## src/hdl/scan_defs.svh

```systemverilog
`ifndef SCAN_DEFS_SVH
`define SCAN_DEFS_SVH

// line buffer depth, one source line of 256 pixels
`define LB_AW 8

// channel and pixel widths
`define SRC_CH_W 4
`define VGA_CH_W 5
`define SRC_PIX_W 12

// VGA line phases, in clk_vga cycles
`define SYNC_LEN 96
`define FRONT_LEN 16
`define LEFT_LEN 64
`define RIGHT_LEN 61
`define BACK_LEN 48

`endif
```

## src/hdl/pixel_pkg.sv

```systemverilog
`default_nettype none

`include "scan_defs.svh"

package pixel_pkg;

    typedef struct packed {
        logic [`SRC_CH_W-1:0] r;
        logic [`SRC_CH_W-1:0] g;
        logic [`SRC_CH_W-1:0] b;
    } src_rgb_t;

    typedef struct packed {
        logic [`VGA_CH_W-1:0] r;
        logic [`VGA_CH_W-1:0] g;
        logic [`VGA_CH_W-1:0] b;
    } vga_rgb_t;

    // msb repeated below the lsb keeps full scale at 31
    function automatic logic [`VGA_CH_W-1:0] expand_ch(input logic [`SRC_CH_W-1:0] ch);
        return {ch, ch[`SRC_CH_W-1]};
    endfunction

    function automatic logic [`VGA_CH_W-1:0] avg_ch(input logic [`VGA_CH_W-1:0] a,
                                                    input logic [`VGA_CH_W-1:0] b);
        logic [`VGA_CH_W:0] sum;
        sum = {1'b0, a} + {1'b0, b};
        return sum[`VGA_CH_W:1]; // truncated mean
    endfunction

endpackage

`default_nettype wire

```

## src/hdl/pixel_doubler.sv

```systemverilog
`timescale 1ns/1ps
`default_nettype none

module pixel_doubler
    import pixel_pkg::*;
(
    input  wire       clk_vga,
    input  wire       dbl_phase,
    input  wire       en_mix,
    input  src_rgb_t  rgb_in,
    output vga_rgb_t  rgb_out
);

    src_rgb_t prev;
    src_rgb_t cur;
    vga_rgb_t mixed;
    logic     blend;

    // on the repeated half rgb_in already carries the right neighbour
    always_comb begin
        cur   = dbl_phase ? prev : rgb_in;
        blend = dbl_phase && en_mix;
        if (blend) begin
            mixed.r = avg_ch(expand_ch(cur.r), expand_ch(rgb_in.r));
            mixed.g = avg_ch(expand_ch(cur.g), expand_ch(rgb_in.g));
            mixed.b = avg_ch(expand_ch(cur.b), expand_ch(rgb_in.b));
        end else begin
            mixed.r = expand_ch(cur.r);
            mixed.g = expand_ch(cur.g);
            mixed.b = expand_ch(cur.b);
        end
    end

    always_ff @(posedge clk_vga) begin
        prev    <= rgb_in;
        rgb_out <= mixed;
    end

endmodule

`default_nettype wire

```

## config.mk

```make
export PLATFORM = sky130hd
export DESIGN_NAME = pixel_doubler
export DESIGN_NICKNAME = d
export VERILOG_FILES = /design/src/hdl/pixel_pkg.sv /design/src/hdl/pixel_doubler.sv
export VERILOG_INCLUDE_DIRS = /design/src /design/src/hdl
export SDC_FILE = /design/constraint.sdc
export NUM_CORES = 1
export LEC_CHECK = 0
export ABC_AREA = 1
export BUFFER_PORTS_ARGS = -buffer_cell sky130_fd_sc_hd__buf_2
export CAP_MARGIN = 20
export CELL_PAD_IN_SITES_DETAIL_PLACEMENT = 1
export CELL_PAD_IN_SITES_GLOBAL_PLACEMENT = 1
export CORE_MARGIN = 3
export CORE_UTILIZATION = 34
export CTS_CLUSTER_SIZE = 14
export DETAILED_ROUTE_END_ITERATION = 7
export PLACE_DENSITY_LB_ADDON = 0.1
export RECOVER_POWER = 50
export SLEW_MARGIN = 20
export SYNTH_ARGS = -nofsm -noshare
export SYNTH_HDL_FRONTEND = slang
export SYNTH_SLANG_ARGS = --single-unit
```

## constraint.sdc

```tcl
create_clock -name clk_vga -period 1.75 [get_ports clk_vga]
set_clock_uncertainty 0.2 [all_clocks]
set_input_delay 0 -clock clk_vga [delete_from_list [all_inputs] [get_ports clk_vga]]
set_output_delay 0 -clock clk_vga [all_outputs]
set_load 0.005 [all_outputs]
```

==> results.rst, run 1 <==
.. list-table::
   :header-rows: 1

   * - Metric
     - Value
   * - Vert. Die Dim
     - 70 µm
   * - Total met3 wirelength after detailed routing
     - 144 µm
   * - Slew at the pin closest to its max-slew limit
     - 0.428 ns
   * - Standard cell core area
     - 3800 µm²
   * - Tcrit/Tclk final
     - 1.03
   * - Post-placement cell count
     - 282
   * - Number of antenna diodes
     - 0
   * - Leakage
     - 1.06 nW
   * - Run status
     - complete, but fails checks
   * - Total die area
     - 4900 µm²
   * - Class of the most critical hold timing path
     - in -> reg
   * - Routed length on met2
     - 2.11 mm
   * - Number of global-route vias before repair
     - 1510
   * - Count of endpoints failing hold in the final timing report
     - 0
   * - Routability congestion estimate from global placement
     - 0.823
   * - Netlist Area Pre-Place
     - 1390 µm²
   * - Part of the Yosys area used for sequential elements
     - 0.388
   * - Average detailed-routed wire length per instance
     - 13.4 µm
   * - Net count reported at finish
     - 293
   * - Kind of critical path
     - reg -> reg
   * - Number of routed nets with antenna violations
     - 0
   * - Site Rows
     - 22
   * - Starting density of the core
     - 0.367
   * - Number of vias per cell
     - 4.70
   * - Warning count from the yosys run
     - 0
   * - H-tree depth reported by CTS
     - 1
   * - Worst skew pair latency
     - 0.28 ns
   * - Slew Limit Headroom
     - 0.711
   * - Final setup fails
     - 3
   * - Flop and latch count out of synthesis
     - 27
   * - Top sig layer
     - met4
   * - Initial antenna violation count
     - 0
   * - Fraction of final layout cells with drive strength greater than 1
     - 0.294
   * - Fmax achieved
     - 554 MHz
   * - RSZ-0062 raised after global routing
     - yes
   * - Maximum number of pins on one net before global-route repair
     - 16
   * - Synthesized instance count
     - 194
   * - Delay contributed by the slowest stage of the critical path
     - 0.38 ns
   * - Required arrival time at the worst endpoint
     - 1.78 ns
   * - CP Data Arrival Time
     - 1.84 ns
   * - Post-route core utilization
     - 0.535
   * - Die extent in x
     - 70 µm
   * - Critical Path Slowest Stage Cell
     - fa_2
   * - Smallest hold slack
     - 0.0101 ns
   * - Global-route total usage across every layer
     - 0.171
   * - Deepest clock path buffer count
     - 2
   * - Total power consumption of the routed design
     - 1.54 mW
   * - Worst Setup Slack, final
     - -0.0559 ns
   * - Post-route insts no fill
     - 310
   * - Maxcap violations
     - 0
   * - Cell Pwr Density
     - 757 nW/µm²
   * - Area Growth Syn to Fin
     - 45.8%
   * - Fin crit period
     - 1.81 ns
   * - Clock transition time at the flip-flop clock pins of the worst setup and hold paths
     - 0.10 ns
   * - Number of clock buffers inserted by TritonCTS
     - 3
   * - Total Routed Length
     - 4.15 mm
   * - Final HPWL from detailed placement
     - 2.65 mm
   * - Number of port buffers
     - 29
   * - Highest fanout seen on the critical path
     - 2
   * - Clock root buffer master
     - clkbuf_8
   * - Post-Syn Area per Cell
     - 7.18 µm²
   * - Synth unique cells
     - 14
   * - Total gr overflow
     - 0
   * - Number of nets produced by synthesis
     - 224
   * - Critical path's most frequent cell
     - nand2_1
   * - I/O pin count
     - 30
   * - Cell Chain, Critical Path
     - nand2_1 -> o21ai_2 -> ha_2 -> inv_2 -> fa_2 -> inv_2 -> nand2_4 -> nand2_2 -> nand2_1 -> nand2_1 -> nand3_1 -> nand2_1
   * - Setup slack after placement
     - -0.143 ns
   * - TritonCTS clock tree
     - built
   * - Total clock sinks
     - 27
   * - Worst IR Drop VDD
     - 359 µV
   * - Critical path startpoint category
     - flop
   * - Initial drt markers
     - 48
   * - Post-route DRC violation count
     - 0
   * - DRT met1 WL
     - 1.84 mm
   * - Global-route wire length before repair
     - 6.93 mm
   * - Final Max Tran Viols
     - 0
   * - Vias post-DR
     - 1456
   * - Kind of capture point of the worst setup path
     - flop
   * - Violations in the final reports
     - setup timing
   * - Number of iterations in the first detailed-routing pass
     - 4
-- cells by family (layout without fill, tap and decap cells) --
kind of cell,after synthesis,after routing,share of synthesized area
buffers and inverters,36,104,0.0997
AOI/OAI and AO/OA,27,27,0.0997
adders and majority gates,15,15,0.151
and+or+nand+nor,89,89,0.261
DFF,27,27,0.388
-- registers in the layout, indices dropped and copies added (netlist names) --
register / flops
rgb_out: 15
prev: 12
-- placed cells by master, fill, tap and decap left out, types with 5 or more instances in the layout --
cell / netlist / routed
ha_1: 12 / 8
nand2_1: 62 / 56
dlygate4sd3_1: 0 / 19
o21ai_2: 0 / 6
clkbuf_1: 1 / 9
nor2_1: 8 / 8
buf_4: 0 / 20
or2_2: 5 / 5
dfxtp_1: 27 / 26
inv_1: 31 / 25
buf_2: 3 / 20
nand2_2: 0 / 5
a21oi_1: 6 / 6
inv_2: 1 / 7
o21ai_0: 18 / 9
nand3_1: 14 / 13
-- what timing repair did --
| item | in CTS | in global routing |
|---|---|---|
| gates resized for setup | 21 | 17 |
| setup endpoints to repair | 5 | 10 |
| pin swaps | 10 | 12 |
| buffers inserted | 4 | 1 |
| hold buffers | 18 | 1 |
| endpoints found under the hold margin | 18 | 1 |
-- worst max-delay path: cells and delay by family (launching register included) --
| family | cells | cell delay (ns) |
|---|---|---|
| flip-flops | 1 | 0.33 |
| adder cells (fa/ha/maj) | 2 | 0.58 |
| AND/OR/NAND/NOR | 7 | 0.44 |
| buffers and inverters | 2 | 0.13 |
| AO/OA/AOI/OAI | 1 | 0.09 |
-- final cells by class --
cell class	instances	area [µm²]
fill	502	1770
multi-input combinational	131	788
sequential	27	542
timing repair buffer	68	474
inverter	32	120
tap	48	60.1
clock buffer	3	41.3
clock inverter	1	5.00
-- metrics by stage --
step / instance area (µm²) / setup TNS [ns]
floorplan: 1390 / 0
global route: 2030 / -0.830
detailed placement: 1690 / -0.494
global placement: 1690 / -0.190
CTS: 1980 / -0.00782
finish: 2030 / -0.110
-- cells in the mapped netlist --
library cell | number | area share
a21oi_1 | 6 | 0.022
buf_2 | 3 | 0.011
clkbuf_1 | 1 | 0.0027
dfxtp_1 | 27 | 0.39
fa_1 | 3 | 0.043
ha_1 | 12 | 0.11
inv_1 | 31 | 0.084
inv_2 | 1 | 0.0027
nand2_1 | 62 | 0.17
nand3_1 | 14 | 0.050
nor2_1 | 8 | 0.022
o21ai_0 | 18 | 0.065
o22ai_1 | 3 | 0.013
or2_2 | 5 | 0.022
-- power breakdown --
part           total [mW]  switching, mW  internal [mW]
sequential          0.685         0.0140          0.671
clock               0.369          0.209          0.160
combinational       0.484          0.253          0.231
total                1.54          0.476           1.06
-- worst paths after layout --
kind	start	endpoint	slack [ns]	cells after the start
setup / recovery	prev[3]	rgb_out[3]	-0.06	12
hold / removal	en_mix	rgb_out[3]	0.01	5
setup reg to reg	prev[3]	rgb_out[3]	-0.06	12
hold reg to reg	prev[9]	rgb_out[12]	0.45	5
-- metal layers --
metal	global-route usage	vias up
li1	-	741
met1	0.214	679
met2	0.298	28
met3	0.0302	8
met4	0.0532	0
met5	0	-
(Power assumes the default switching activity.)
==> run 2, diff against run 1 <==
--- a/config.mk
+++ b/config.mk
@@ -17,6 +17,7 @@
 export DETAILED_ROUTE_END_ITERATION = 7
 export PLACE_DENSITY_LB_ADDON = 0.1
 export RECOVER_POWER = 50
+export REMOVE_ABC_BUFFERS = 1
 export SLEW_MARGIN = 20
 export SYNTH_ARGS = -nofsm -noshare
 export SYNTH_HDL_FRONTEND = slang
==> results.rst, run 2 (synthesis results as in run 1) <==
.. list-table::
   :header-rows: 1

   * - Metric
     - Value
   * - Number of clock buffers inserted by TritonCTS
     - 3 (unchanged)
   * - Vert. Die Dim
     - 70 µm (unchanged)
   * - Run status
     - complete, but fails checks (unchanged)
   * - Number of global-route vias before repair
     - 1600 (was 1510)
   * - Delay contributed by the slowest stage of the critical path
     - 0.33 ns (was 0.38 ns)
   * - Critical path startpoint category
     - flop (unchanged)
   * - Total clock sinks
     - 27 (unchanged)
   * - Net switching component of the power
     - 463 µW (was 476 µW)
   * - Fmax achieved
     - 558 MHz (was 554 MHz)
   * - Worst Hold Depth
     - 5 (unchanged)
   * - Switching power as a share of total power
     - 0.305 (was 0.309)
   * - Global-route wire length before repair
     - 6.87 mm (was 6.93 mm)
   * - Deepest clock path buffer count
     - 2 (unchanged)
   * - Routed length on met2
     - 2.14 mm (was 2.11 mm)
   * - Class of the most critical hold timing path
     - in -> reg (unchanged)
   * - Slew at the pin closest to its max-slew limit
     - 0.513 ns (was 0.428 ns)
   * - Initial antenna violation count
     - 0 (unchanged)
   * - Fin crit period
     - 1.79 ns (was 1.81 ns)
   * - Final Max Tran Viols
     - 0 (unchanged)
   * - Required arrival time at the worst endpoint
     - 1.74 ns (was 1.78 ns)
   * - Maximum number of pins on one net before global-route repair
     - 16 (unchanged)
   * - Post-route DRC violation count
     - 0 (unchanged)
   * - Top library cells by usage in the layout, fill and taps aside
     - nand2_1 (55), inv_1 (25), dfxtp_1 (25) (was nand2_1 (56), dfxtp_1 (26), inv_1 (25))
   * - Worst Setup Slack, final
     - -0.0430 ns (was -0.0559 ns)
   * - RSZ-0062 raised after global routing
     - yes (unchanged)
   * - Clock transition time at the flip-flop clock pins of the worst setup and hold paths
     - 0.10 ns (about the same)
   * - Largest register by flop count
     - rgb_out (unchanged)
   * - Kind of capture point of the worst setup path
     - flop (unchanged)
   * - Number of antenna diodes
     - 0 (unchanged)
   * - CP Data Arrival Time
     - 1.78 ns (was 1.84 ns)
   * - Total gr overflow
     - 0 (unchanged)
   * - Sequential share of power
     - 0.452 (was 0.446)
   * - I/O pin count
     - 30 (unchanged)
   * - Clock Power Share
     - 0.243 (was 0.240)
   * - Critical Path Slowest Stage Cell
     - dfxtp_2 (was fa_2)
   * - Largest registers ranked by flip-flop count
     - rgb_out: 15 flops, prev: 12 flops (unchanged)
   * - Total die area
     - 4900 µm² (unchanged)
   * - Clock root buffer master
     - clkbuf_8 (unchanged)
   * - Highest fanout seen on the critical path
     - 2 (unchanged)
   * - Slew Limit Headroom
     - 0.654 (was 0.711)
   * - Net count reported at finish
     - 290 (was 293)
   * - Maxcap violations
     - 0 (unchanged)
   * - Average detailed-routed wire length per instance
     - 12.9 µm (was 13.4 µm)
   * - Total Routed Length
     - 3.96 mm (was 4.15 mm)
   * - Die extent in x
     - 70 µm (unchanged)
   * - Area Growth Syn to Fin
     - 42.1% (was 45.8%)
   * - Initial drt markers
     - 46 (was 48)
   * - DRT met1 WL
     - 1.64 mm (was 1.84 mm)
   * - H-tree depth reported by CTS
     - 1 (unchanged)
   * - Site Rows
     - 22 (unchanged)
   * - Number of port buffers
     - 29 (unchanged)
   * - Number of vias per cell
     - 4.78 (was 4.70)
   * - Starting density of the core
     - 0.367 (unchanged)
   * - Top sig layer
     - met4 (unchanged)
   * - Count of endpoints failing hold in the final timing report
     - 0 (unchanged)
   * - Number of flip-flops in the largest register
     - 15 (unchanged)
   * - Standard cell core area
     - 3800 µm² (unchanged)
   * - Kind of critical path
     - reg -> reg (unchanged)
   * - Post-route core utilization
     - 0.521 (was 0.535)
   * - Violations in the final reports
     - setup timing (unchanged)
   * - Global-route total usage across every layer
     - 0.172 (was 0.171)
   * - Vias post-DR
     - 1467 (was 1456)
   * - Int Pwr
     - 1.05 mW (was 1.06 mW)
   * - Worst r2r path cells
     - 11 (was 12)
   * - Worst skew pair latency
     - 0.28 ns (about the same)
   * - Combinational group share of total power
     - 0.305 (was 0.314)
   * - TritonCTS clock tree
     - built (unchanged)
   * - Final HPWL from detailed placement
     - 2.91 mm (was 2.65 mm)
   * - Total met3 wirelength after detailed routing
     - 136 µm (was 144 µm)
   * - Most common library cell in the layout ignoring fill and taps
     - nand2_1 (unchanged)
   * - Number of routed nets with antenna violations
     - 0 (unchanged)
   * - Routability congestion estimate from global placement
     - 0.808 (was 0.823)
   * - Cell Chain, Critical Path
     - nand2_1 -> o21ai_2 -> ha_2 -> inv_2 -> fa_2 -> inv_2 -> nand2_2 -> nand2_2 -> nand3_1 -> nand3_1 -> nand2_1 (was nand2_1 -> o21ai_2 -> ha_2 -> inv_2 -> fa_2 -> inv_2 -> nand2_4 -> nand2_2 -> nand2_1 -> nand2_1 -> nand3_1 -> nand2_1)
   * - Final-layout fill cell count
     - 522 (was 502)
   * - Leakage
     - 1.04 nW (was 1.06 nW)
   * - Cell Pwr Density
     - 766 nW/µm² (was 757 nW/µm²)
   * - Total power consumption of the routed design
     - 1.52 mW (was 1.54 mW)
   * - Fraction of final layout cells with drive strength greater than 1
     - 0.293 (was 0.294)
   * - Tcrit/Tclk final
     - 1.02 (was 1.03)
   * - Final setup fails
     - 4 (was 3)
   * - Worst IR Drop VDD
     - 565 µV (was 359 µV)
   * - Number of iterations in the first detailed-routing pass
     - 2 (was 4)
## run 2: worst paths after layout
| check | from | end | slack, ns |
|---|---|---|---|
| max | prev[11] | rgb_out[13] | -0.04 |
| min | en_mix | rgb_out[3] | 0.003 |
| max reg2reg | prev[11] | rgb_out[13] | -0.04 |
| min reg2reg | prev[1] | rgb_out[2] | 0.38 |
## run 2: cell type report
type,instances,area [µm²],share of cell area
repair buffers,65,449,0.227
multi-input cells,131,761,0.384
clock buffers,3,41.3,0.0209
well taps,48,60.1,0.0303
inverters,32,120,0.0607
flip-flops and latches,27,543,0.274
clock inverters,1,5.00,0.00253
## run 2: per-layer routing
metal	up-vias	global-route usage
met5	-	0
met2	20	0.346
li1	738	-
met1	705	0.177
met4	0	0.0383
met3	4	0.0388
## run 2: timing repair
item                                    4_1_cts  5_1_grt
buffers inserted                              4        4
pin swaps                                     8        9
gates resized for setup                      23       11
hold buffers                                 14        2
gates cloned                                  0        0
endpoints found under the setup margin        6       10
endpoints found under the hold margin        20        2
## run 2: critical path: cells and delay by family, from the launching register on
| kind | cells | cell delay [ns] |
|---|---|---|
| buf+inv | 2 | 0.11 |
| simple gates | 6 | 0.41 |
| fa+ha+maj | 2 | 0.55 |
| flops | 1 | 0.33 |
| compound gates | 1 | 0.09 |
## run 2: through the flow
| stage | worst slack [ns] | instance area (µm²) | hold WS, ns | instances | setup TNS [ns] |
|---|---|---|---|---|---|
| floorplan | 0.0206 | 1370 | -0.172 | 190 | 0 |
| finish | -0.0430 | 1980 | 0.00272 | 307 | -0.109 |
| global route | -0.151 | 1980 | 0.0408 | 307 | -0.856 |
| global placement | -0.158 | 1670 | -0.0662 | 279 | -0.446 |
| detailed placement | -0.222 | 1670 | -0.0617 | 279 | -0.992 |
| CTS | -0.0499 | 1920 | -0.348 | 301 | -0.150 |
## run 2: power groups by stage
stage | Clock (mW) | Sequential [mW] | Combinational, mW
floorplan | 0 | 0.705 | 0.214
global placement | 0 | 0.696 | 0.364
detailed placement | 0 | 0.699 | 0.387
CTS | 0.386 | 0.686 | 0.445
global route | 0.401 | 0.691 | 0.527
finish | 0.369 | 0.685 | 0.462
