$ cat config.mk
export PLATFORM = sky130hd
export DESIGN_NAME = line_writer
export DESIGN_NICKNAME = d
export VERILOG_FILES = /design/src/hdl/line_writer.sv
export VERILOG_INCLUDE_DIRS = /design/src /design/src/hdl
export SDC_FILE = /design/constraint.sdc
export NUM_CORES = 1
export LEC_CHECK = 0
export BUFFER_PORTS_ARGS = -buffer_cell sky130_fd_sc_hd__clkbuf_2
export CORE_AREA = 10 10 47 49
export CTS_CLUSTER_SIZE = 28
export DETAILED_ROUTE_END_ITERATION = 12
export DIE_AREA = 0 0 57 59
export GPL_TIMING_DRIVEN = 0
export HOLD_SLACK_MARGIN = 0.1
export SLEW_MARGIN = 20
export SYNTH_ARGS = -nofsm -noshare
export SYNTH_HDL_FRONTEND = slang
export SYNTH_SLANG_ARGS = --single-unit
$ cat constraint.sdc
create_clock -name clk_rgb -period 1.3 [get_ports clk_rgb]
set_input_delay 0 -clock clk_rgb [delete_from_list [all_inputs] [get_ports clk_rgb]]
set_output_delay 0 -clock clk_rgb [all_outputs]
set_load 0.005 [all_outputs]
$ cat src/hdl/scan_defs.svh
`ifndef SCAN_DEFS_SVH
`define SCAN_DEFS_SVH

// line buffer depth, one source line of 256 pixels
`define LB_AW 8

// channel and pixel widths
`define SRC_CH_W 4
`define VGA_CH_W 5
`define SRC_PIX_W 12

// VGA line phases, in clk_vga cycles
`define SYNC_LEN 96
`define FRONT_LEN 16
`define LEFT_LEN 64
`define RIGHT_LEN 61
`define BACK_LEN 48

`endif
$ cat src/hdl/line_writer.sv
`timescale 1ns/1ps
`default_nettype none

`include "scan_defs.svh"

module line_writer (
    input  wire                clk_rgb,
    input  wire                rst,
    input  wire                cen6,
    input  wire                LHBL,
    output logic [`LB_AW-1:0]  wr_addr,
    output logic               wr_bank
);

    logic lhbl_last;

    always_ff @(posedge clk_rgb) begin
        if (rst) begin
            wr_addr   <= '0;
            wr_bank   <= 1'b0;
            lhbl_last <= 1'b0;
        end else begin
            lhbl_last <= LHBL;
            if (!LHBL) begin
                wr_addr <= '0; // rewind during blanking
                if (lhbl_last) begin
                    wr_bank <= !wr_bank; // entering blanking, swap buffers
                end
            end else if (cen6) begin
                wr_addr <= wr_addr + 1'b1;
            end
        end
    end

endmodule

`default_nettype wire

==> out/qor.yml, run 1 <==
clock_tree:
  clk_pin_slew_worst_paths_ps: 70
  cts_max_level: 1
  cts.sinks: 10
  root_buffer: "clkbuf_4"
  clk_latency_ps: 260
  cts.path.max_buffers: 2
  numCtsBuffers: 3
  cts_tree: "yes"
power:
  powerDensity_nw_per_um2: 1145
  ir_worst_vdd_mv: 0.4578
  cellInternalPower_mw: 0.5008
  power.switching_mw: 0.1283
  power_frac_comb_pct: 5.6
  swShare_pct: 20.39
  p_clk_share_pct: 44.1
  pwr-share-seq_pct: 50.3
  leakage_nw: 0.2303
critical_path:
  startpoint: "wr_addr[0]$_SDFFE_PP0P_"
  cp.arrival_ps: 1420
  required_ps: 1490
  rr_startpoint: "wr_addr[0]$_SDFFE_PP0P_"
  cp_max_fo: 5
  cp_top_family: "simple AND/OR/NAND/NOR gates"
  cp-start-kind: "register"
  worstPathCellList: "ha_2, nand4_2, or3_1, a21oi_1"
  end_kind: "register"
  critPathSlowestCell: "dfxtp_4"
  critPathKind: "register to register"
  cp_num_buf_inv: 0
  reg2reg_depth: 4
  regToRegSetupSlack_ps: 70
  rr_endpoint: "wr_addr[6]$_SDFFE_PP0P_"
  slowest_delay_ps: 380
synthesis:
  syn_avg_cell_area_um2: 9.270
  postSynthCellCount: 44
  synth.ff_latch_count: 10
  ys_warn_count: 0
  synth_cell_types: 17
  syn_area_um2: 407.9
  ys_seq_area_share_pct: 49.08
  synthesis.nets: 49
global_route:
  grt-ovfl-total: 0
  grt_usage_pct: 5.286
  grt_pass1_vias: 336
  grt_max_degree: 10
  grt_pass1_wl_um: 1455
  antenna_found_initial: 0
drt:
  wl_met3_um: 37
  vias: 343
  top_layer: "met4"
  met1_length_um: 397
  initialDrtViolationCount: 1
  routedWlPerCell_um: 10.90
  via_per_inst: 4.455
  routed_wl_um: 839
  drt-pass1-iter-count: 2
  drtAntennaViolNets: 0
  drc_errors: 0
  met2_length_um: 394
layout:
  antennaDiodeCount: 0
  fin_util_pct: 39.20
  area_growth_pct: 34.66
  final_common_cell: "clkbuf_2"
  final_cell_mix: "11 x clkbuf_2, 8 x dfxtp_1, 6 x nor2_1"
  fillers: 150
  fin_cells: 77
  layout.nets: 67
  drive_gt1_share_pct: 34.43
timing:
  maxSlewHeadroom_pct: 74.68
  period_minus_slack_ps: 1227
  max_slew.worst_pin.slew_ps: 379.8
  rsz0062_at_grt: "false"
  slew_viol_final: 0
  fmax_ghz: 0.8153
  fin_skew_ps: 2.160
  setup_viol_count_final: 0
  hold_viol_final: 0
  period_share_pct: 94.35
placed_design:
  numPortBuffers: 11
  dp_hpwl_um: 645
  gp_congestion: 0.7116
  dpl.cell_count: 71
floorplan:
  rows: 14
  dieHeight_um: 59
  ios: 13
  core_um2: 1401
  die_w_um: 57
  initial_core_util_pct: 29.11
  fp.dieArea_um2: 3363
worst_hold_path:
  hold_path_startpoint: "LHBL"
  min_to: "wr_bank$_SDFFE_PP0P_"
  hold_class: "input pin to register"
  hold_depth: 4
run:
  cap_violations: 0
outcome:
  status: "complete, no violations"
-- sequential cells by signal (all words and copies together) (netlist names) --
| register | count |
|---|---|
| wr_addr | 8 |
| wr_bank | 1 |
| lhbl_last | 1 |
-- area by class of cell --
class	count	area [um2]	share of cell area (%)
flip-flops and latches	10	205.2	37.36
multi-input cells	31	197.7	35.99
repair buffers	13	75.07	13.67
plain buffers	2	11.26	2.050
clock buffers	4	36.28	6.606
inverters	1	3.754	0.6834
well taps	16	20.02	3.645
-- per-layer routing --
metal | GRT usage, % | vias up
met3 | 2.146 | 2
li1 | - | 183
met5 | 0 | -
met4 | 3.020 | 0
met1 | 6.340 | 152
met2 | 7.752 | 6
-- metrics by stage --
step	total power, mW	hold slack [ps]	setup TNS (ps)	instance area [um2]	setup slack [ps]
after floorplan	0.3430	72.38	0	407.9	47.56
after global placement	0.3541	174.0	-22.69	483.0	-22.69
after detailed placement	0.3554	176.3	-38.24	483.0	-38.24
after CTS	0.6421	207.0	0	551.8	0.1530
after global routing	0.6640	171.8	0	549.3	5.947
final	0.6291	97.80	0	549.3	73.42
-- cells by family (layout without fill, tap and decap cells) --
kind of cell / after synthesis / after routing / synth area share (%)
buffers and inverters: 3 / 20 / 3.680
DFF: 10 / 10 / 49.08
muxes: 1 / 1 / 2.454
AOI/OAI and AO/OA: 6 / 6 / 7.360
and+or+nand+nor: 18 / 18 / 23.62
xor gates and xnor gates: 5 / 5 / 10.74
adders and majority gates: 1 / 1 / 3.067
-- worst reg2reg max path: stages (launching register included) --
cell and delay (ps):
dfxtp_4 380, ha_2 190, nand4_2 130, or3_1 330, a21oi_1 140
-- synth_stat cells --
| master | instances | area share (%) |
|---|---|---|
| dfxtp_1 | 10 | 49 |
| nor2_1 | 6 | 5.5 |
| a21oi_1 | 3 | 3.7 |
| nand2_1 | 3 | 2.8 |
| nand4_1 | 3 | 4.6 |
| o21ai_0 | 3 | 3.7 |
| or3_1 | 3 | 4.6 |
| xor2_1 | 3 | 6.4 |
| xnor2_1 | 2 | 4.3 |
| buf_4 | 1 | 1.8 |
| clkbuf_1 | 1 | 0.92 |
| ha_1 | 1 | 3.1 |
| inv_1 | 1 | 0.92 |
| mux2i_1 | 1 | 2.5 |
| nand2b_1 | 1 | 1.5 |
| nand4_2 | 1 | 3.1 |
| nor2b_1 | 1 | 1.5 |
-- repair_timing --
| action | 4_1_cts | 5_1_grt |
|---|---|---|
| hold endpoints to repair | 3 | 0 |
| setup buffers | 0 | 0 |
| hold buffers | 3 | 0 |
| setup endpoints to repair | 1 | 2 |
| gates resized for setup | 2 | 3 |
| pin swaps | 0 | 2 |
| cloned | 0 | 0 |
-- worst max-delay path by stage --
stage,to,depth (start not counted)
after floorplan,wr_addr[6]$_SDFFE_PP0P_,4
after global placement,wr_addr[6]$_SDFFE_PP0P_,4
after detailed placement,wr_addr[6]$_SDFFE_PP0P_,4
after CTS,wr_addr[6]$_SDFFE_PP0P_,4
after global routing,wr_addr[6]$_SDFFE_PP0P_,4
final,wr_addr[6]$_SDFFE_PP0P_,4
-- power groups by stage --
| stage | Sequential, mW | Combinational (mW) | Clock (mW) |
|---|---|---|---|
| floorplan | 0.323 | 0.0196 | 0 |
| global placement | 0.324 | 0.0306 | 0 |
| detailed placement | 0.324 | 0.0313 | 0 |
| CTS | 0.317 | 0.0385 | 0.286 |
| global route | 0.317 | 0.0414 | 0.306 |
| finish | 0.316 | 0.0355 | 0.277 |
No activity file was read; power rests on OpenSTA's default activity.
==> run 2, diff against run 1 <==
- REMOVE_ABC_BUFFERS: default -> 1
==> run 2 against run 1 <==
Routed wire length shrank 1.7%. Die area unchanged. Count of clock-buffer cells in the layout shrank 1. Hold slack improved by 7.6 ps. Non-clock buffer count is 1 lower. Power decreased by 13%. Critical endpoint unchanged.
==> out/qor.yml, run 2 (same netlist as run 1, synthesis figures left out) <==
outcome:
  status: "complete, no violations"
critical_path:
  rr_startpoint: "wr_addr[1]$_SDFFE_PP0P_"
  regToRegSetupSlack_ps: 70  # about the same
  cp-start-kind: "register"
  rr_endpoint: "wr_addr[6]$_SDFFE_PP0P_"
  cp_max_fo: 5  # unchanged
  cp.arrival_ps: 1410  # about the same
  end_kind: "register"
  critPathKind: "register to register"
  reg2reg_depth: 4  # unchanged
  required_ps: 1490  # about the same
timing:
  rsz0062_at_grt: "false"
  fin_skew_ps: 2.907  # +0.7472 ps
  whs_ps: 105.4  # +7.643 ps
  setup_viol_count_final: 0  # unchanged
  period_minus_slack_ps: 1228  # +1.918 ps
  maxSlewHeadroom_pct: 77.60  # +2.9 points
  fmax_ghz: 0.8140  # -0.16%
  period_share_pct: 94.50  # +0.15 points
  max_slew.worst_pin.slew_ps: 335.9  # -43.87 ps
  slew_viol_final: 0  # unchanged
  hold_viol_final: 0  # unchanged
layout:
  final_common_cell: "clkbuf_2"
  multi_input_area_um2: 195.2  # -1.3%
  drive_gt1_share_pct: 33.90  # -0.53 points
  area_growth_pct: 29.14
  final_cell_mix: "12 x clkbuf_2, 8 x dfxtp_1, 6 x nor2_1"
  seq_area_um2: 207.7  # +1.2%
  antennaDiodeCount: 0  # unchanged
  finalInstanceArea_um2: 526.8  # -4.1%
  largest_register_ffs: 8  # unchanged
  top_register: "wr_addr"
  fillers: 150  # unchanged
  top_regs: "wr_addr: 8 flops, lhbl_last: 1 flops, wr_bank: 1 flops"
  layout.nets: 66  # -1.5%
  fin_cells: 75  # -2.6%
floorplan:
  ios: 13  # unchanged
  fp.dieArea_um2: 3363  # unchanged
  die_w_um: 57  # unchanged
  core_um2: 1401  # unchanged
  dieHeight_um: 59  # unchanged
  initial_core_util_pct: 29.11  # unchanged
  rows: 14  # unchanged
clock_tree:
  cts.sinks: 10  # unchanged
  cts_tree: "yes"
  numCtsBuffers: 3  # unchanged
  cts_max_level: 1  # unchanged
  clk_pin_slew_worst_paths_ps: 60  # about the same
  clk_latency_ps: 250  # about the same
  cts.path.max_buffers: 2  # unchanged
  root_buffer: "clkbuf_4"
placed_design:
  placed_area_um2: 476.7  # -1.3%
  numPortBuffers: 12  # +1
  gp_congestion: 0.7027  # -1.3%
  dp_hpwl_um: 638.2  # -1.1%
  dpl.cell_count: 70  # -1.4%
global_route:
  grt_pass1_vias: 350  # +4.2%
  antenna_found_initial: 0  # unchanged
  grt_max_degree: 10  # unchanged
  grt-ovfl-total: 0  # unchanged
  grt_usage_pct: 5.240  # -0.046 points
  grt_pass1_wl_um: 1414  # -2.8%
run:
  cap_violations: 0  # unchanged
drt:
  vias: 348  # +1.5%
  drtAntennaViolNets: 0  # unchanged
  drc_errors: 0  # unchanged
  via_per_inst: 4.640  # +4.2%
  routed_wl_um: 825  # -1.7%
  drt-pass1-iter-count: 2  # unchanged
  initialDrtViolationCount: 5  # +4
  routedWlPerCell_um: 11.00  # +0.95%
power:
  ir_worst_vdd_mv: 0.5991  # +31%
  powerDensity_nw_per_um2: 1038  # -9.4%
  leakage_nw: 0.2222  # -3.5%
worst_hold_path:
  hold_depth: 3  # -1
  hold_path_startpoint: "cen6"
  min_to: "wr_addr[0]$_SDFFE_PP0P_"
  hold_class: "input pin to register"
-- run 2: layer usage --
layer / share of wire, % / wire length [um] / global-route usage, %
met5: 0 / 0 / 0
met4: 0.97 / 8 / 3.020
met3: 8.6 / 71 / 3.648
met2: 42 / 347 / 7.752
met1: 48 / 397 / 5.376
-- run 2: stage by stage --
stage	total power [mW]	TNS, ps	setup WS [ps]	utilization, %
after floorplan	0.3376	0	46.20	-
after global routing	0.5776	0	0.9323	37.59
after global placement	0.3520	0	4.283	34.02
after detailed placement	0.3531	-7.908	-7.908	34.02
final	0.5468	0	71.51	37.59
after CTS	0.5597	0	2.271	36.43
-- run 2: final cells by class --
class                           count  area share [%]
Clock buffer                        3           4.276
Inverter                            1          0.7126
Multi-Input combinational cell     31           37.05
Sequential cell                    10           39.43
Tap cell                           16           3.800
Timing Repair Buffer               14           14.73
-- run 2: worst max-delay path by stage --
stage	start	end	slack, ps	cells after the start
after floorplan	wr_addr[0]$_SDFFE_PP0P_	wr_addr[6]$_SDFFE_PP0P_	50	4
after global placement	wr_addr[0]$_SDFFE_PP0P_	wr_addr[6]$_SDFFE_PP0P_	4	4
after detailed placement	wr_addr[0]$_SDFFE_PP0P_	wr_addr[6]$_SDFFE_PP0P_	-8	4
after CTS	wr_addr[1]$_SDFFE_PP0P_	wr_addr[6]$_SDFFE_PP0P_	2	4
after global routing	wr_addr[1]$_SDFFE_PP0P_	wr_addr[6]$_SDFFE_PP0P_	0.9	4
final	wr_addr[1]$_SDFFE_PP0P_	wr_addr[6]$_SDFFE_PP0P_	70	4
-- run 2: what timing repair did --
action	4_1_cts	5_1_grt
hold buffers	1	0
hold endpoints to repair	1	0
endpoints found under the setup margin	1	1
setup buffers	0	1
resized for setup	1	4
-- run 2: power by group --
group / leakage, nW / total [mW] / switching [mW] / internal, mW
Clock: 0.0138 / 0.199 / 0.0926 / 0.106
Sequential: 0.0826 / 0.314 / 0.00419 / 0.310
Combinational: 0.126 / 0.0341 / 0.0162 / 0.0179
Total: 0.222 / 0.547 / 0.113 / 0.434
-- run 2: worst max-delay path, cell delays in order (launching register included) --
cell,delay [ps]
dfxtp_4,360
ha_2,180
nand4_2,130
or3_1,360
a21oi_1,130
==> run 3, diff against run 2 <==
- CORE_AREA: 10 10 47 49 -> 2 2 39 41
- DIE_AREA: 0 0 57 59 -> 0 0 41 43
- REMOVE_ABC_BUFFERS: 1 -> default
==> run 3 against run 2 <==
Power rose by 15%. Count of clock-buffer cells in the layout grew 1. Highest routed layer unchanged. Via count grew 1.7%. Critical path type unchanged. First-iteration DRC count up 60%.
==> out/qor.yml, run 3 (same netlist as run 1, synthesis figures left out) <==
clock_tree:
  clk_latency_ps: 260  # about the same
  cts.path.max_buffers: 2  # unchanged
  cts_tree: "yes"
  numCtsBuffers: 3  # unchanged
  cts.sinks: 10  # unchanged
  clk_pin_slew_worst_paths_ps: 70  # about the same
  root_buffer: "clkbuf_4"
  cts_max_level: 1  # unchanged
drt:
  drc_errors: 0  # unchanged
  vias: 354  # +1.7%
  drtAntennaViolNets: 0  # unchanged
  initialDrtViolationCount: 8  # +3
  via_per_inst: 4.425  # -4.6%
  routed_wl_um: 723  # -12%
  drt-pass1-iter-count: 4  # +2
  routedWlPerCell_um: 9.038  # -18%
outcome:
  status: "complete, no violations"
critical_path:
  critPathSlowestCell: "dfxtp_4"
  reg2reg_depth: 4  # unchanged
  regToRegSetupSlack_ps: 80  # about the same
  end_kind: "register"
  slowest_delay_ps: 370  # about the same
  cp_max_fo: 5  # unchanged
  cp.arrival_ps: 1410  # about the same
  cp_num_buf_inv: 0  # unchanged
  cp_top_family: "simple AND/OR/NAND/NOR gates"
  rr_startpoint: "wr_addr[1]$_SDFFE_PP0P_"
  required_ps: 1490  # about the same
  critPathKind: "register to register"
  rr_endpoint: "wr_addr[6]$_SDFFE_PP0P_"
  worstPathCellList: "ha_2, nand4_2, or3_1, a21oi_1"
  cp-start-kind: "register"
layout:
  layout.nets: 70  # +6.1%
  multi_input_area_um2: 195.2  # unchanged
  final_cell_mix: "11 x clkbuf_2, 8 x dfxtp_1, 6 x nor2_1"
  antennaDiodeCount: 0  # unchanged
  drive_gt1_share_pct: 34.38  # +0.48 points
  seq_area_um2: 207.7  # unchanged
  area_growth_pct: 40.80
  largest_register_ffs: 8  # unchanged
  top_register: "wr_addr"
  final_common_cell: "clkbuf_2"
  top_regs: "wr_addr: 8 flops, lhbl_last: 1 flops, wr_bank: 1 flops"
  fillers: 151  # +0.67%
timing:
  period_share_pct: 93.68  # -0.82 points
  period_minus_slack_ps: 1218  # -10.66 ps
  maxSlewHeadroom_pct: 76.03  # -1.6 points
  rsz0062_at_grt: "false"
  max_slew.worst_pin.slew_ps: 359.5  # +23.59 ps
  fmax_ghz: 0.8211  # +0.88%
  slew_viol_final: 0  # unchanged
  setup_viol_count_final: 0  # unchanged
  fin_skew_ps: 5.342  # +2.436 ps
  hold_viol_final: 0  # unchanged
  worst_slack_ps: 82.17  # +10.66 ps
floorplan:
  core_um2: 1384  # -1.2%
  initial_core_util_pct: 29.48  # +0.37 points
  rows: 14  # unchanged
  ios: 13  # unchanged
  fp.dieArea_um2: 1763  # -48%
  dieHeight_um: 43  # -27%
  die_w_um: 41  # -28%
global_route:
  grt-ovfl-total: 0  # unchanged
  grt_pass1_vias: 270  # -23%
  grt_max_degree: 10  # unchanged
  antenna_found_initial: 0  # unchanged
  grt_usage_pct: 9.375  # +4.1 points
  grt_pass1_wl_um: 1041  # -26%
power:
  powerDensity_nw_per_um2: 1098  # +5.8%
  ir_worst_vdd_mv: 0.2461  # -59%
  power_mw: 0.6306  # +15%
  leakage_nw: 0.2449  # +10%
worst_hold_path:
  hold_path_startpoint: "rst"
  hold_depth: 3  # unchanged
  hold_class: "input pin to register"
  min_to: "wr_bank$_SDFFE_PP0P_"
run:
  cap_violations: 0  # unchanged
placed_design:
  gp_congestion: 0.6609  # -5.9%
  dp_hpwl_um: 540.2  # -15%
  numPortBuffers: 11  # -1
  dp_slack_ps: -34.15  # -26.24 ps
[run 3: per-stage QoR]
step | instance area (um2) | utilization, % | std cells | TNS [ps] | hold slack [ps]
detailed placement | 483.0 | 34.90 | 71 | -34.15 | 173.9
floorplan | 407.9 | - | 44 | 0 | 72.38
global placement | 483.0 | 34.90 | 71 | -31.13 | 171.9
global route | 574.3 | 41.50 | 80 | 0 | 460.7
finish | 574.3 | 41.50 | 80 | 0 | 443.9
CTS | 551.8 | 39.87 | 78 | 0 | 436.1
[run 3: how the worst max path moves through the flow]
stage / start / to / slack (ps) / cells past startpoint
global placement: wr_addr[0]$_SDFFE_PP0P_ / wr_addr[6]$_SDFFE_PP0P_ / -30 / 4
CTS: wr_addr[0]$_SDFFE_PP0P_ / wr_addr[6]$_SDFFE_PP0P_ / 30 / 4
detailed placement: wr_addr[0]$_SDFFE_PP0P_ / wr_addr[6]$_SDFFE_PP0P_ / -30 / 4
finish: wr_addr[1]$_SDFFE_PP0P_ / wr_addr[6]$_SDFFE_PP0P_ / 80 / 4
floorplan: wr_addr[0]$_SDFFE_PP0P_ / wr_addr[6]$_SDFFE_PP0P_ / 50 / 4
global route: wr_addr[1]$_SDFFE_PP0P_ / wr_addr[6]$_SDFFE_PP0P_ / 30 / 4
[run 3: worst min-delay path: cells and delay by family]
kind	cells	cell delay, ps
AND/OR/NAND/NOR	1	40
buffers and inverters	2	620
[run 3: repair_timing]
item | in CTS | in global routing
endpoints found under the setup margin | 1 | 1
hold buffers | 3 | 0
pin swaps | 0 | 1
hold endpoints to repair | 3 | 0
setup buffers | 0 | 2
resized for setup | 2 | 3
[run 3: cell type report]
class / count / share of cell area (%)
Sequential cell: 10 / 36.17
Inverter: 1 / 0.6536
Clock buffer: 4 / 6.318
Timing Repair Buffer: 16 / 17.43
Buffer: 2 / 1.961
Tap cell: 16 / 3.486
Multi-Input combinational cell: 31 / 33.99
[run 3: per-layer routing]
layer  up-vias  GRT usage, %  routed length, um
met3         2         1.571                 40
met4         0         12.00                 14
li1        192             -                  -
met5         -             0                  0
met2        10         11.88                319
met1       150         11.07                348
[run 3: power breakdown]
group          switching [mW]  leakage [nW]  internal (mW)  total, mW
clock                   0.105        0.0210          0.170      0.275
sequential            0.00396        0.0826          0.309      0.313
combinational          0.0172         0.141         0.0251     0.0423
total                   0.126         0.245          0.504      0.631
