$ cat config.mk
export PLATFORM = sky130hd
export DESIGN_NAME = vga_scan_gen
export DESIGN_NICKNAME = d
export VERILOG_FILES = /design/src/hdl/scan_pkg.sv /design/src/hdl/vga_scan_gen.sv
export VERILOG_INCLUDE_DIRS = /design/src /design/src/hdl
export SDC_FILE = /design/constraint.sdc
export NUM_CORES = 1
export LEC_CHECK = 0
export BUFFER_PORTS_ARGS = -buffer_cell sky130_fd_sc_hd__buf_2
export CAP_MARGIN = 25
export CORE_MARGIN = 2
export CORE_UTILIZATION = 43
export CTS_CLUSTER_SIZE = 30
export DETAILED_ROUTE_END_ITERATION = 6
export PLACE_DENSITY = 0.6
export SLEW_MARGIN = 20
export SYNTH_ARGS = -nofsm -noshare
export SYNTH_HDL_FRONTEND = slang
export SYNTH_SLANG_ARGS = --single-unit
$ cat constraint.sdc
create_clock -name clk_vga -period 5.8 [get_ports clk_vga]
set_input_delay 0.29 -clock clk_vga [delete_from_list [all_inputs] [get_ports clk_vga]]
set_output_delay 0.29 -clock clk_vga [all_outputs]
set_load 0.05 [all_outputs]
$ cat src/hdl/scan_defs.svh
`ifndef SCAN_DEFS_SVH
`define SCAN_DEFS_SVH

// line buffer depth, one source line of 256 pixels
`define LB_AW 8

// channel and pixel widths
`define SRC_CH_W 4
`define VGA_CH_W 5
`define SRC_PIX_W 12

// VGA line phases, in clk_vga cycles
`define SYNC_LEN 96
`define FRONT_LEN 16
`define LEFT_LEN 64
`define RIGHT_LEN 61
`define BACK_LEN 48

`endif
$ cat src/hdl/scan_pkg.sv
`default_nettype none

package scan_pkg;

    // phases of one VGA line
    typedef enum logic [1:0] {
        SYNC  = 2'd0,
        FRONT = 2'd1,
        LINE  = 2'd2,
        BACK  = 2'd3
    } scan_state_t;

endpackage

`default_nettype wire

$ cat src/hdl/vga_scan_gen.sv
`timescale 1ns/1ps
`default_nettype none

`include "scan_defs.svh"

module vga_scan_gen
    import scan_pkg::*;
(
    input  wire                clk_vga,
    input  wire                rst,
    input  wire                lhbl_sync,
    input  wire                lvbl_sync,
    output logic               hsync,
    output logic               vsync,
    output logic [`LB_AW-1:0]  rd_addr,
    output logic               dbl_phase,
    output logic               rd_bank,
    output logic               scanline,
    output logic               line_active
);

    localparam int CNT_W = 7;

    scan_state_t       state;
    logic [CNT_W-1:0]  cnt;
    logic [`LB_AW-1:0] pix_addr;
    logic              seg_active;
    logic              seg_right;
    logic              locked;     // this line waits for the source
    logic              lhbl_last;
    logic              lvbl_last;
    logic              vsync_req;
    logic              vsync_hold;
    logic              last_pix;
    logic              sync_done;

    assign last_pix    = &pix_addr;
    assign line_active = (state == LINE) && seg_active;
    assign sync_done   = locked ? (lhbl_sync && !lhbl_last) : (cnt == '0);

    // repeated half prefetches the right neighbour, the last pixel stays put
    assign rd_addr = (dbl_phase && !last_pix) ? pix_addr + 1'b1 : pix_addr;

    always_ff @(posedge clk_vga) begin
        if (rst) begin
            state      <= SYNC;
            cnt        <= CNT_W'(`SYNC_LEN - 1);
            pix_addr   <= '0;
            dbl_phase  <= 1'b0;
            seg_active <= 1'b0;
            seg_right  <= 1'b0;
            locked     <= 1'b1;
            hsync      <= 1'b1;
            vsync      <= 1'b1;
            vsync_hold <= 1'b1;
            vsync_req  <= 1'b0;
            rd_bank    <= 1'b0;
            scanline   <= 1'b0;
            lhbl_last  <= 1'b0;
            lvbl_last  <= 1'b1;
        end else begin
            lhbl_last <= lhbl_sync;
            lvbl_last <= lvbl_sync;
            vsync_req <= !vsync ? 1'b0 : (vsync_req || (lvbl_last && !lvbl_sync));
            case (state)
                SYNC: begin
                    hsync <= 1'b0;
                    if (hsync) begin // first cycle of the pulse
                        if (vsync_req) begin
                            vsync      <= 1'b0;
                            vsync_hold <= 1'b0;
                        end else begin
                            vsync      <= vsync_hold; // second line keeps it low
                            vsync_hold <= 1'b1;
                        end
                    end
                    cnt <= cnt - 1'b1;
                    if (sync_done) begin
                        state    <= FRONT;
                        cnt      <= CNT_W'(`FRONT_LEN - 1);
                        locked   <= !locked;
                        scanline <= !scanline;
                        if (locked) begin
                            rd_bank <= !rd_bank; // new line pair
                        end
                    end
                end
                FRONT: begin
                    hsync <= 1'b1;
                    cnt   <= cnt - 1'b1;
                    if (cnt == '0) begin
                        state      <= LINE;
                        cnt        <= CNT_W'(`LEFT_LEN - 1);
                        pix_addr   <= '0;
                        dbl_phase  <= 1'b0;
                        seg_active <= 1'b0;
                        seg_right  <= 1'b0;
                    end
                end
                LINE: begin
                    if (seg_right) begin
                        if (cnt == '0) begin
                            state     <= BACK;
                            cnt       <= CNT_W'(`BACK_LEN - 1);
                            seg_right <= 1'b0;
                        end else begin
                            cnt <= cnt - 1'b1;
                        end
                    end else if (seg_active) begin
                        {pix_addr, dbl_phase} <= {pix_addr, dbl_phase} + 1'b1;
                        if (last_pix && dbl_phase) begin
                            seg_active <= 1'b0;
                            seg_right  <= 1'b1;
                            cnt        <= CNT_W'(`RIGHT_LEN - 1);
                        end
                    end else if (cnt == '0) begin
                        seg_active <= 1'b1; // left border done
                    end else begin
                        cnt <= cnt - 1'b1;
                    end
                end
                BACK: begin
                    cnt <= cnt - 1'b1;
                    if (cnt == '0) begin
                        state <= SYNC;
                        cnt   <= CNT_W'(`SYNC_LEN - 1);
                    end
                end
                default: state <= SYNC;
            endcase
        end
    end

endmodule

`default_nettype wire

==> flow_summary.yaml, run 1 <==
status:
  status: "complete, no violations"
sta:
  grt_setup_unrepaired: "false"
  fin_ws_ns: 3.44
  hold_viol: 0
  whs_ns: 0.204
  finalSetupViolCount: 0
  relSlewSlack: 0.567
  fin_crit_sh: 0.407
  fin_skew_ns: 0.00270
  final.setup.tns_ns: 0
  worst_pin_slew_ns: 0.646
  slew_viol_final: 0
  fin_crit_ns: 2.36
  fmax_mhz: 424
routing:
  post_drt_wl_per_cell_um: 14.4
  initialDrtViolationCount: 105
  remaining_drc_errors: 0
  routed_wl_um: 4390
  dr.pass1.iters: 4
  avgViaCountPerCell: 5.67
  vias: 1725
  ant_nets: 0
power:
  power.total_uw: 951
  internal-power_uw: 545
  p_leak_nw: 0.862
  p_clk_frac: 0.233
  power.density_nw_per_um2: 449
  switching_share: 0.426
  pwr-share-seq: 0.308
  ir_worst_vdd_mv: 0.286
  power_switching_uw: 405
  p_comb_frac: 0.459
place:
  dp_hpwl_um: 3170
  placed_area_um2: 2000
  pre_cts_slack_ns: 3.43
  place.gp.congestion: 0.870
  io_buffers: 17
setup_path:
  crit_path_start_kind: "register"
  critPathCaptureType: "register"
  path_buf_inv: 2
  crit_fanout: 14
  crit_chain: "inv_1 > ha_1 > inv_1 > or3_1 > o22ai_2 > a21oi_1 > a221oi_1"
  arrival_ns: 2.55
  cp_slowest_cell: "ha_1"
  required_ns: 5.99
  crit_type: "register to register"
  crit_family: "compound AO/OA/AOI/OAI gates"
  slowest_delay_ns: 0.45
  crit_path_frequent_cell: "inv_1"
floorplanning:
  core_region_area_um2: 4320
  rows: 24
  die_height_um: 70.8
  start_util: 0.444
  dieArea_um2: 5010
  io_pins: 18
  die_w_um: 70.8
cts:
  cts_root_buf: "clkbuf_8"
  cts_setup_buffers: 0
  clockBufferDepth: 2
  clk_latency_ns: 0.28
  cts.hold.buffers_added: 0
  numCtsBuffers: 5
  cts.sinks: 29
  ctsResizeCount: 0
  ctsHtreeMaxLevel: 2
  tritoncts: "yes"
  clkTransAtPathRegs_ns: 0.07
synthesis:
  ys_ff_latch: 29
  syn_inst: 240
  syn_area_um2: 1920
  synth_top_cell_by_area: "dfxtp_1"
  yosys.cell_types.count: 59
  synth_flop_cell: "dfxtp_1"
  synth_edf_count: 0
  yosysWarnings: 0
  synth_top_area_share: 0.303
  syn_avg_cell_area_um2: 7.99
  synth_nets: 252
  synthTopCellsByCount: "dfxtp_1 (29), nor2_1 (25), a21oi_1 (20)"
  synth-async-reset-ratio: 0
  ys_seq_area_frac: 0.303
  synth_top_cells_by_area: "dfxtp_1 (30%), a21oi_1 (5.2%), ha_1 (5.2%), xnor2_1 (5.0%), nor2_1 (4.9%)"
  synth.most_common_cell: "dfxtp_1"
finish:
  fillerInstances: 446
  antenna_cells: 0
  seq_area_um2: 581
  final_area_um2: 2120
  multi_input_area_um2: 1210
  final_nets: 263
  layout-drive-gt1-share: 0.151
  area_growth_pct: 10.5
global_routing:
  grt-ovfl-total: 0
  grt_max_degree: 19
  grt_usage: 0.195
  grt_pass1_vias: 1674
  antenna_found_initial: 0
  grt_first_pass_wirelength_um: 7960
hold_path:
  min_path_type: "input pin to register"
run:
  max-cap-violations: 0
## stage by stage
step | util | cells
finish | 0.490 | 304
global placement | 0.463 | 296
global route | 0.490 | 304
detailed placement | 0.463 | 296
CTS | 0.490 | 304
floorplan | - | 240
## power by group through the flow
stage	Sequential, mW	Clock (mW)	Combinational, mW
after floorplan	0.315	0	0.334
final	0.293	0.221	0.436
after detailed placement	0.296	0	0.434
after global placement	0.296	0	0.434
after global routing	0.303	0.233	0.492
after CTS	0.293	0.224	0.435
## sequential cells by signal (all words and copies together) (netlist names)
| name | count |
|---|---|
| pix_addr | 8 |
| vsync | 1 |
| lhbl_last | 1 |
| hsync | 1 |
| seg_active | 1 |
| cnt | 7 |
| seg_right | 1 |
| lvbl_last | 1 |
| rd_bank | 1 |
| locked | 1 |
| vsync_req | 1 |
| vsync_hold | 1 |
| scanline | 1 |
| dbl_phase | 1 |
| state | 2 |
## worst min-delay path, cell delays in order
cell and delay (ns):
buf_2 0.08, inv_1 0.04, nand2_1 0.05
## final timing paths
kind | from | end | slack [ns] | cells after the start
max | state[0]$_SDFFE_PP0P_ | cnt[5]$_SDFFE_PP0P_ | 3.44 | 7
min reg2reg | vsync_hold$_SDFFE_PP1P_ | vsync_hold$_SDFFE_PP1P_ | 0.49 | 2
max reg2reg | state[0]$_SDFFE_PP0P_ | cnt[5]$_SDFFE_PP0P_ | 3.44 | 7
min | lvbl_sync | lvbl_last$_SDFF_PP1_ | 0.20 | 3
## cell usage in the layout, fill, tap and decap left out, types with 3 or more instances in the layout
| cell type | instances |
|---|---|
| nor3_1 | 6 |
| xnor2_1 | 11 |
| o32ai_1 | 3 |
| nand4_1 | 5 |
| ha_1 | 8 |
| nand3_1 | 8 |
| a22oi_1 | 3 |
| nand2_1 | 14 |
| clkbuf_8 | 6 |
| dfxtp_1 | 29 |
| a21oi_1 | 20 |
| o211ai_1 | 3 |
| or3_1 | 3 |
| buf_2 | 17 |
| nor2_1 | 25 |
| and3_1 | 5 |
| xor2_1 | 7 |
| o21ai_0 | 14 |
| inv_1 | 17 |
## cell families (layout without fill, tap and decap cells)
family	after synthesis	after routing	synth area share
AND/OR/NAND/NOR	83	83	0.226
AO/OA/AOI/OAI	68	68	0.248
buffers and inverters	30	42	0.0672
flip-flops	29	29	0.303
XOR/XNOR	18	18	0.0822
adder cells (fa/ha/maj)	8	8	0.0522
multiplexers	4	4	0.0222
## cell type report
type,count,share of cell area
Sequential cell,29,0.274
Timing Repair Buffer,17,0.0401
Clock inverter,1,0.0142
Clock buffer,7,0.0407
Inverter,17,0.0301
Multi-Input combinational cell,181,0.570
Tap cell,52,0.0307
## metal layers
metal,up-vias,part of all wire,GRT usage,wire length [µm]
li1,882,-,-,-
met1,804,0.50,0.273,2180
met2,32,0.45,0.303,2000
met3,7,0.034,0.0427,148
met4,0,0.015,0.0566,67
met5,-,0,0,0
Note: power is estimated with default switching activity, not from simulation.
==> run 2, diff against run 1 <==
--- a/config.mk
+++ b/config.mk
@@ -6,13 +6,14 @@
 export SDC_FILE = /design/constraint.sdc
 export NUM_CORES = 1
 export LEC_CHECK = 0
+export ABC_AREA = 1
 export BUFFER_PORTS_ARGS = -buffer_cell sky130_fd_sc_hd__buf_2
 export CAP_MARGIN = 25
 export CORE_MARGIN = 2
 export CORE_UTILIZATION = 43
 export CTS_CLUSTER_SIZE = 30
 export DETAILED_ROUTE_END_ITERATION = 6
-export PLACE_DENSITY = 0.6
+export PLACE_DENSITY = 0.62
 export SLEW_MARGIN = 20
 export SYNTH_ARGS = -nofsm -noshare
 export SYNTH_HDL_FRONTEND = slang
==> constraint.sdc (replaced) <==
create_clock -name clk_vga -period 1.9 [get_ports clk_vga]
set_input_delay 0.095 -clock clk_vga [delete_from_list [all_inputs] [get_ports clk_vga]]
set_output_delay 0.095 -clock clk_vga [all_outputs]
set_load 0.05 [all_outputs]
==> run 2 against run 1 <==
Compared with the run above:
- clock power grew to 2.5 times the previous value
- final cell count grew 28%
- core utilization grew 5.9 points
- count of clock-buffer cells in the layout shrank 1
- hold slack lost 0.18 ns
- wire length grew 13%
- highest routed layer unchanged
==> flow_summary.yaml, run 2 <==
synthesis:
  synth-async-reset-ratio: 0
  synth_edf_count: 0
  syn_area_um2: 1980
  syn_avg_cell_area_um2: 6.46
  ys_ff_latch: 29
  synth_top_cells_by_area: "dfxtp_1 (29%), nand2_1 (18%), a21oi_1 (7.3%), nand3_1 (6.6%), inv_1 (6.5%)"
  yosys.cell_types.count: 33
  synth_top_cell_by_area: "dfxtp_1"
  synth.most_common_cell: "nand2_1"
  synth_nets: 318
  yosysWarnings: 0
  syn_inst: 306
  synth_flop_cell: "dfxtp_1"
  synth_top_area_share: 0.293
  ys_seq_area_frac: 0.293
  synthTopCellsByCount: "nand2_1 (93), inv_1 (34), a21oi_1 (29), dfxtp_1 (29), nor2_1 (28)"
cts:
  clockBufferDepth: 2
  numCtsBuffers: 5
  clkTransAtPathRegs_ns: 0.08
  ctsHtreeMaxLevel: 2
  clk_latency_ns: 0.29
  cts_root_buf: "clkbuf_8"
  tritoncts: "yes"
  cts.sinks: 29
finish:
  antenna_cells: 0
  multi_input_area_um2: 1330
  top_regs: "pix_addr (8), cnt (7), state (2)"
  final_area_um2: 2410
  mostFrequentLayoutCell: "nand2_1"
  largest_register_ffs: 8
  seq_area_um2: 588
  final_nets: 349
  layout-drive-gt1-share: 0.228
  fillerInstances: 451
  top_register: "pix_addr"
  final_util: 0.550
  most-common-layout-cells: "nand2_1 (90), inv_1 (31), a21oi_1 (28)"
  area_growth_pct: 21.8
  stdcell_count: 390
status:
  status: "complete, no violations"
global_routing:
  grt-ovfl-total: 0
  grt_usage: 0.204
  grt_first_pass_wirelength_um: 8250
  grt_max_degree: 18
  antenna_found_initial: 0
  grt_pass1_vias: 1778
sta:
  worst_pin_slew_ns: 0.521
  fin_crit_sh: 0.965
  grt_setup_unrepaired: "true"
  fin_skew_ns: 0.0117
  final.setup.tns_ns: 0
  finalSetupViolCount: 0
  fmax_mhz: 546
  relSlewSlack: 0.653
  whs_ns: 0.0262
  hold_viol: 0
  slew_viol_final: 0
  fin_crit_ns: 1.83
  fin_ws_ns: 0.0674
routing:
  vias: 1987
  post_drt_wl_per_cell_um: 12.7
  avgViaCountPerCell: 5.09
  remaining_drc_errors: 0
  dr.pass1.iters: 4
  initialDrtViolationCount: 138
  ant_nets: 0
  routed_wl_um: 4950
place:
  place.gp.congestion: 0.869
  pre_cts_slack_ns: 0.0856
  dp.cells: 377
  dp_hpwl_um: 3600
  io_buffers: 17
  placed_area_um2: 2190
setup_path:
  required_ns: 1.80
  r2r_start: "cnt[0]$_SDFFE_PP1P_"
  crit_path_start_kind: "register"
  crit_fanout: 9
  ff2ff_setup_slack_ns: 0.18
  critPathCaptureType: "output port"
  cp-startpoint: "dbl_phase$_SDFFE_PP0P_"
  arrival_ns: 1.74
  crit_type: "register to output port"
power:
  power.total_mw: 3.15
  ir_worst_vdd_mv: 0.685
  p_leak_nw: 1.20
  power.density_nw_per_um2: 1310
run:
  max-cap-violations: 0
floorplanning:
  die_height_um: 71.8
  dieArea_um2: 5160
  die_w_um: 71.8
  rows: 24
  core_region_area_um2: 4380
  start_util: 0.451
  io_pins: 18
hold_path:
  min_path_type: "input pin to register"
  worstHoldStart: "lhbl_sync"
==> run 2: cell count changes in the layout (fill, tap and decap cells not counted), moves of 5 or more <==
cell	change
nand3_1	+18
xnor2_1	-9
nand2_1	+76
and3_1	-5
buf_4	+11
inv_2	+5
inv_1	+14
a21oi_1	+8
nand2_4	+5
xor2_1	-5
nor3_1	-6
==> run 2: layout make-up <==
| cell class | count | share of cell area |
|---|---|---|
| timing repair buffer | 29 | 0.0800 |
| clock inverter | 2 | 0.00571 |
| tap | 52 | 0.0270 |
| clock buffer | 6 | 0.0343 |
| inverter | 36 | 0.0561 |
| multi-input combinational | 236 | 0.553 |
| sequential | 29 | 0.244 |
==> run 2: what timing repair did <==
item	4_1_cts	5_1_grt
setup endpoints to repair	7	19
hold endpoints to repair	1	0
gates resized for setup	11	17
buffers inserted	3	1
hold buffers	1	0
pin swaps	4	7
==> run 2: logic make-up (layout without fill, tap and decap cells) <==
logic type / Yosys count / in the layout / synth area share
AND/OR/NAND/NOR: 173 / 173 / 0.409
AO/OA/AOI/OAI: 47 / 47 / 0.132
buffers and inverters: 41 / 73 / 0.0784
flip-flops: 29 / 29 / 0.293
adder cells (fa/ha/maj): 8 / 8 / 0.0506
XOR/XNOR: 7 / 7 / 0.0310
multiplexers: 1 / 1 / 0.00569
==> run 2: path summary, 6_finish.rpt <==
check,cells past startpoint,end
worst max-delay path,6,rd_addr[6]
worst min-delay path,3,lhbl_last$_SDFF_PP0_
worst max register to register,11,pix_addr[2]$_SDFFE_PP0P_
worst min register to register,2,scanline$_SDFFE_PP0P_
==> run 2: critical path, stage by stage (launching register included) <==
cell and delay [ns]:
dfxtp_1 0.54, nand2_1 0.14, inv_1 0.17, nand3_1 0.15, a31oi_2 0.20, a21oi_2 0.04
buf_2 0.21
==> run 2: per-layer routing <==
layer  up-vias  GRT usage  wire [µm]
met2        33      0.306       2170
met4         0     0.0566         53
met1       898      0.294       2510
li1       1050          -          -
met5         -          0          0
met3         6     0.0464        208
==> run 2: report_power, final <==
group	internal, mW	total [mW]	switching, mW
Combinational	0.564	1.72	1.15
Clock	0.293	0.558	0.265
Sequential	0.747	0.877	0.130
Total	1.60	3.15	1.55
==> run 3, diff against run 2 <==
--- a/config.mk
+++ b/config.mk
@@ -6,7 +6,6 @@
 export SDC_FILE = /design/constraint.sdc
 export NUM_CORES = 1
 export LEC_CHECK = 0
-export ABC_AREA = 1
 export BUFFER_PORTS_ARGS = -buffer_cell sky130_fd_sc_hd__buf_2
 export CAP_MARGIN = 25
 export CORE_MARGIN = 2
==> run 3 against run 2 <==
Compared with the run above:
- first-iteration DRC count down 60%
- combinational power rose by 2%
- hold slack worse by 0.019 ns
- flip-flop and latch count did not move
- register-to-register slack lost 0.15 ns
- critical path depth grew 1
- sequential power grew 1%
- setup slack got worse by 0.036 ns
- non-clock buffer count up 32
- wire length grew 0.93%
==> flow_summary.yaml, run 3 (same netlist as run 1, synthesis figures left out) <==
setup_path:
  crit_type: "register to register"
  crit_path_start_kind: "register"
  crit_fanout: 2
  crit_family: "compound AO/OA/AOI/OAI gates"
  path_buf_inv: 1
  cp_slowest_cell: "a2111oi_0"
  slowest_delay_ns: 0.56
  required_ns: 2.11
  crit_chain: "inv_2 > ha_1 > nor3b_2 > xnor2_1 > a2111oi_0 > a211oi_1 > o211ai_1"
  critPathCaptureType: "register"
  arrival_ns: 2.08
cts:
  clk_latency_ns: 0.29
  clockBufferDepth: 2
  numCtsBuffers: 5
  clkTransAtPathRegs_ns: 0.07
  cts.sinks: 29
  tritoncts: "yes"
  ctsHtreeMaxLevel: 2
  cts.hold.buffers_added: 0
  cts_root_buf: "clkbuf_8"
global_routing:
  grt_use_met3: 0.0385
  use_met1: 0.270
  grt-ovfl-total: 0
  antenna_found_initial: 0
  grt_usage: 0.211
  gr-max-usage-layer: "met2"
  grt_pass1_vias: 1853
  grt_max_degree: 18
  use_met2: 0.346
  grt_first_pass_wirelength_um: 8510
finish:
  top_regs: "pix_addr (8), cnt (7), state (2)"
  final_nets: 307
  most-common-layout-cells: "buf_4 (45), dfxtp_1 (26), nor2_1 (24)"
  largest_register_ffs: 8
  layout-drive-gt1-share: 0.372
  top_register: "pix_addr"
  fillerInstances: 397
  mostFrequentLayoutCell: "buf_4"
  area_growth_pct: 37.4
  antenna_cells: 0
routing:
  routed_wl_um: 5000
  post_drt_wl_per_cell_um: 14.4
  ant_nets: 0
  initialDrtViolationCount: 55
  vias: 1891
  remaining_drc_errors: 0
  dr.pass1.iters: 4
  avgViaCountPerCell: 5.43
run:
  max-cap-violations: 0
sta:
  final.setup.tns_ns: 0
  relSlewSlack: 0.621
  slew_viol_final: 0
  worst_pin_slew_ns: 0.555
  fmax_mhz: 535
  whs_ns: 0.00729
  fin_skew_ns: 0.00691
  finalSetupViolCount: 0
  hold_viol: 0
  fin_crit_ns: 1.87
  fin_crit_sh: 0.984
power:
  ir_worst_vdd_mv: 0.806
  power.density_nw_per_um2: 1300
  p_leak_nw: 1.11
floorplanning:
  start_util: 0.444
  io_pins: 18
  core_region_area_um2: 4320
  rows: 24
  dieArea_um2: 5010
  die_height_um: 70.8
  die_w_um: 70.8
place:
  place.gp.congestion: 0.900
  io_buffers: 17
  dp_hpwl_um: 3670
status:
  status: "complete, no violations"
hold_path:
  min_path_type: "input pin to register"
## run 3: changes by cell type in the layout (fill, tap and decap cells not counted), sizes merged, moves of 4 or more
| cell | before | now |
|---|---|---|
| and3 | 0 | 5 |
| nand3 | 29 | 8 |
| inv | 36 | 17 |
| buf | 27 | 61 |
| nor2 | 33 | 25 |
| nand2 | 97 | 15 |
| nor3 | 2 | 7 |
| a21oi | 31 | 21 |
| o21ai | 13 | 17 |
| xnor2 | 2 | 11 |
## run 3: stage by stage
stage               instances  power, mW   util  area (µm²)  setup WS (ns)
detailed placement        336       2.51  0.541        2340        -0.0825
finish                    348       3.42  0.610        2640         0.0312
CTS                       346       3.35  0.587        2540       0.000637
floorplan                 240       1.98      -        1960        -0.0112
global route              348       3.68  0.610        2640       -0.00341
global placement          336       2.50  0.541        2340        -0.0420
## run 3: area by class of cell
type / count / area [µm²] / area share
clock buffers: 5 / 68.8 / 0.0261
inverters: 17 / 63.8 / 0.0242
flip-flops and latches: 29 / 584 / 0.222
clock inverters: 3 / 65.1 / 0.0247
repair buffers: 61 / 449 / 0.170
well taps: 52 / 65.1 / 0.0247
multi-input cells: 181 / 1340 / 0.508
## run 3: power breakdown
part           switching (mW)  leakage [nW]  internal, mW
clock                   0.255        0.0681         0.521
combinational           0.961         0.804         0.797
sequential              0.144         0.239         0.746
total                    1.36          1.11          2.06
## run 3: path summary, 6_finish.rpt
kind	from	endpoint	slack, ns	depth (start not counted)
hold / removal	lvbl_sync	lvbl_last$_SDFF_PP1_	0.007	3
hold reg to reg	vsync_hold$_SDFFE_PP1P_	vsync_hold$_SDFFE_PP1P_	0.49	2
setup / recovery	cnt[0]$_SDFFE_PP1P_	cnt[4]$_SDFFE_PP1P_	0.03	7
setup reg to reg	cnt[0]$_SDFFE_PP1P_	cnt[4]$_SDFFE_PP1P_	0.03	7
## run 3: what timing repair did
item	CTS	global route
setup endpoints to repair	13	23
gates resized for setup	15	24
endpoints found under the hold margin	0	0
buffers inserted	2	2
pin swaps	2	5
## run 3: routing by layer
metal / part of all wire / vias up / routed length, µm
li1: - / 964 / -
met1: 0.47 / 885 / 2340
met2: 0.48 / 31 / 2400
met3: 0.029 / 11 / 144
met4: 0.022 / 0 / 110
met5: 0 / - / 0
## run 3: worst register-to-register path: stages (launching register included)
cell       delay, ns
dfxtp_1         0.32
inv_2           0.08
ha_1            0.17
nor3b_2         0.27
xnor2_1         0.10
a2111oi_0       0.56
a211oi_1        0.11
o211ai_1        0.18
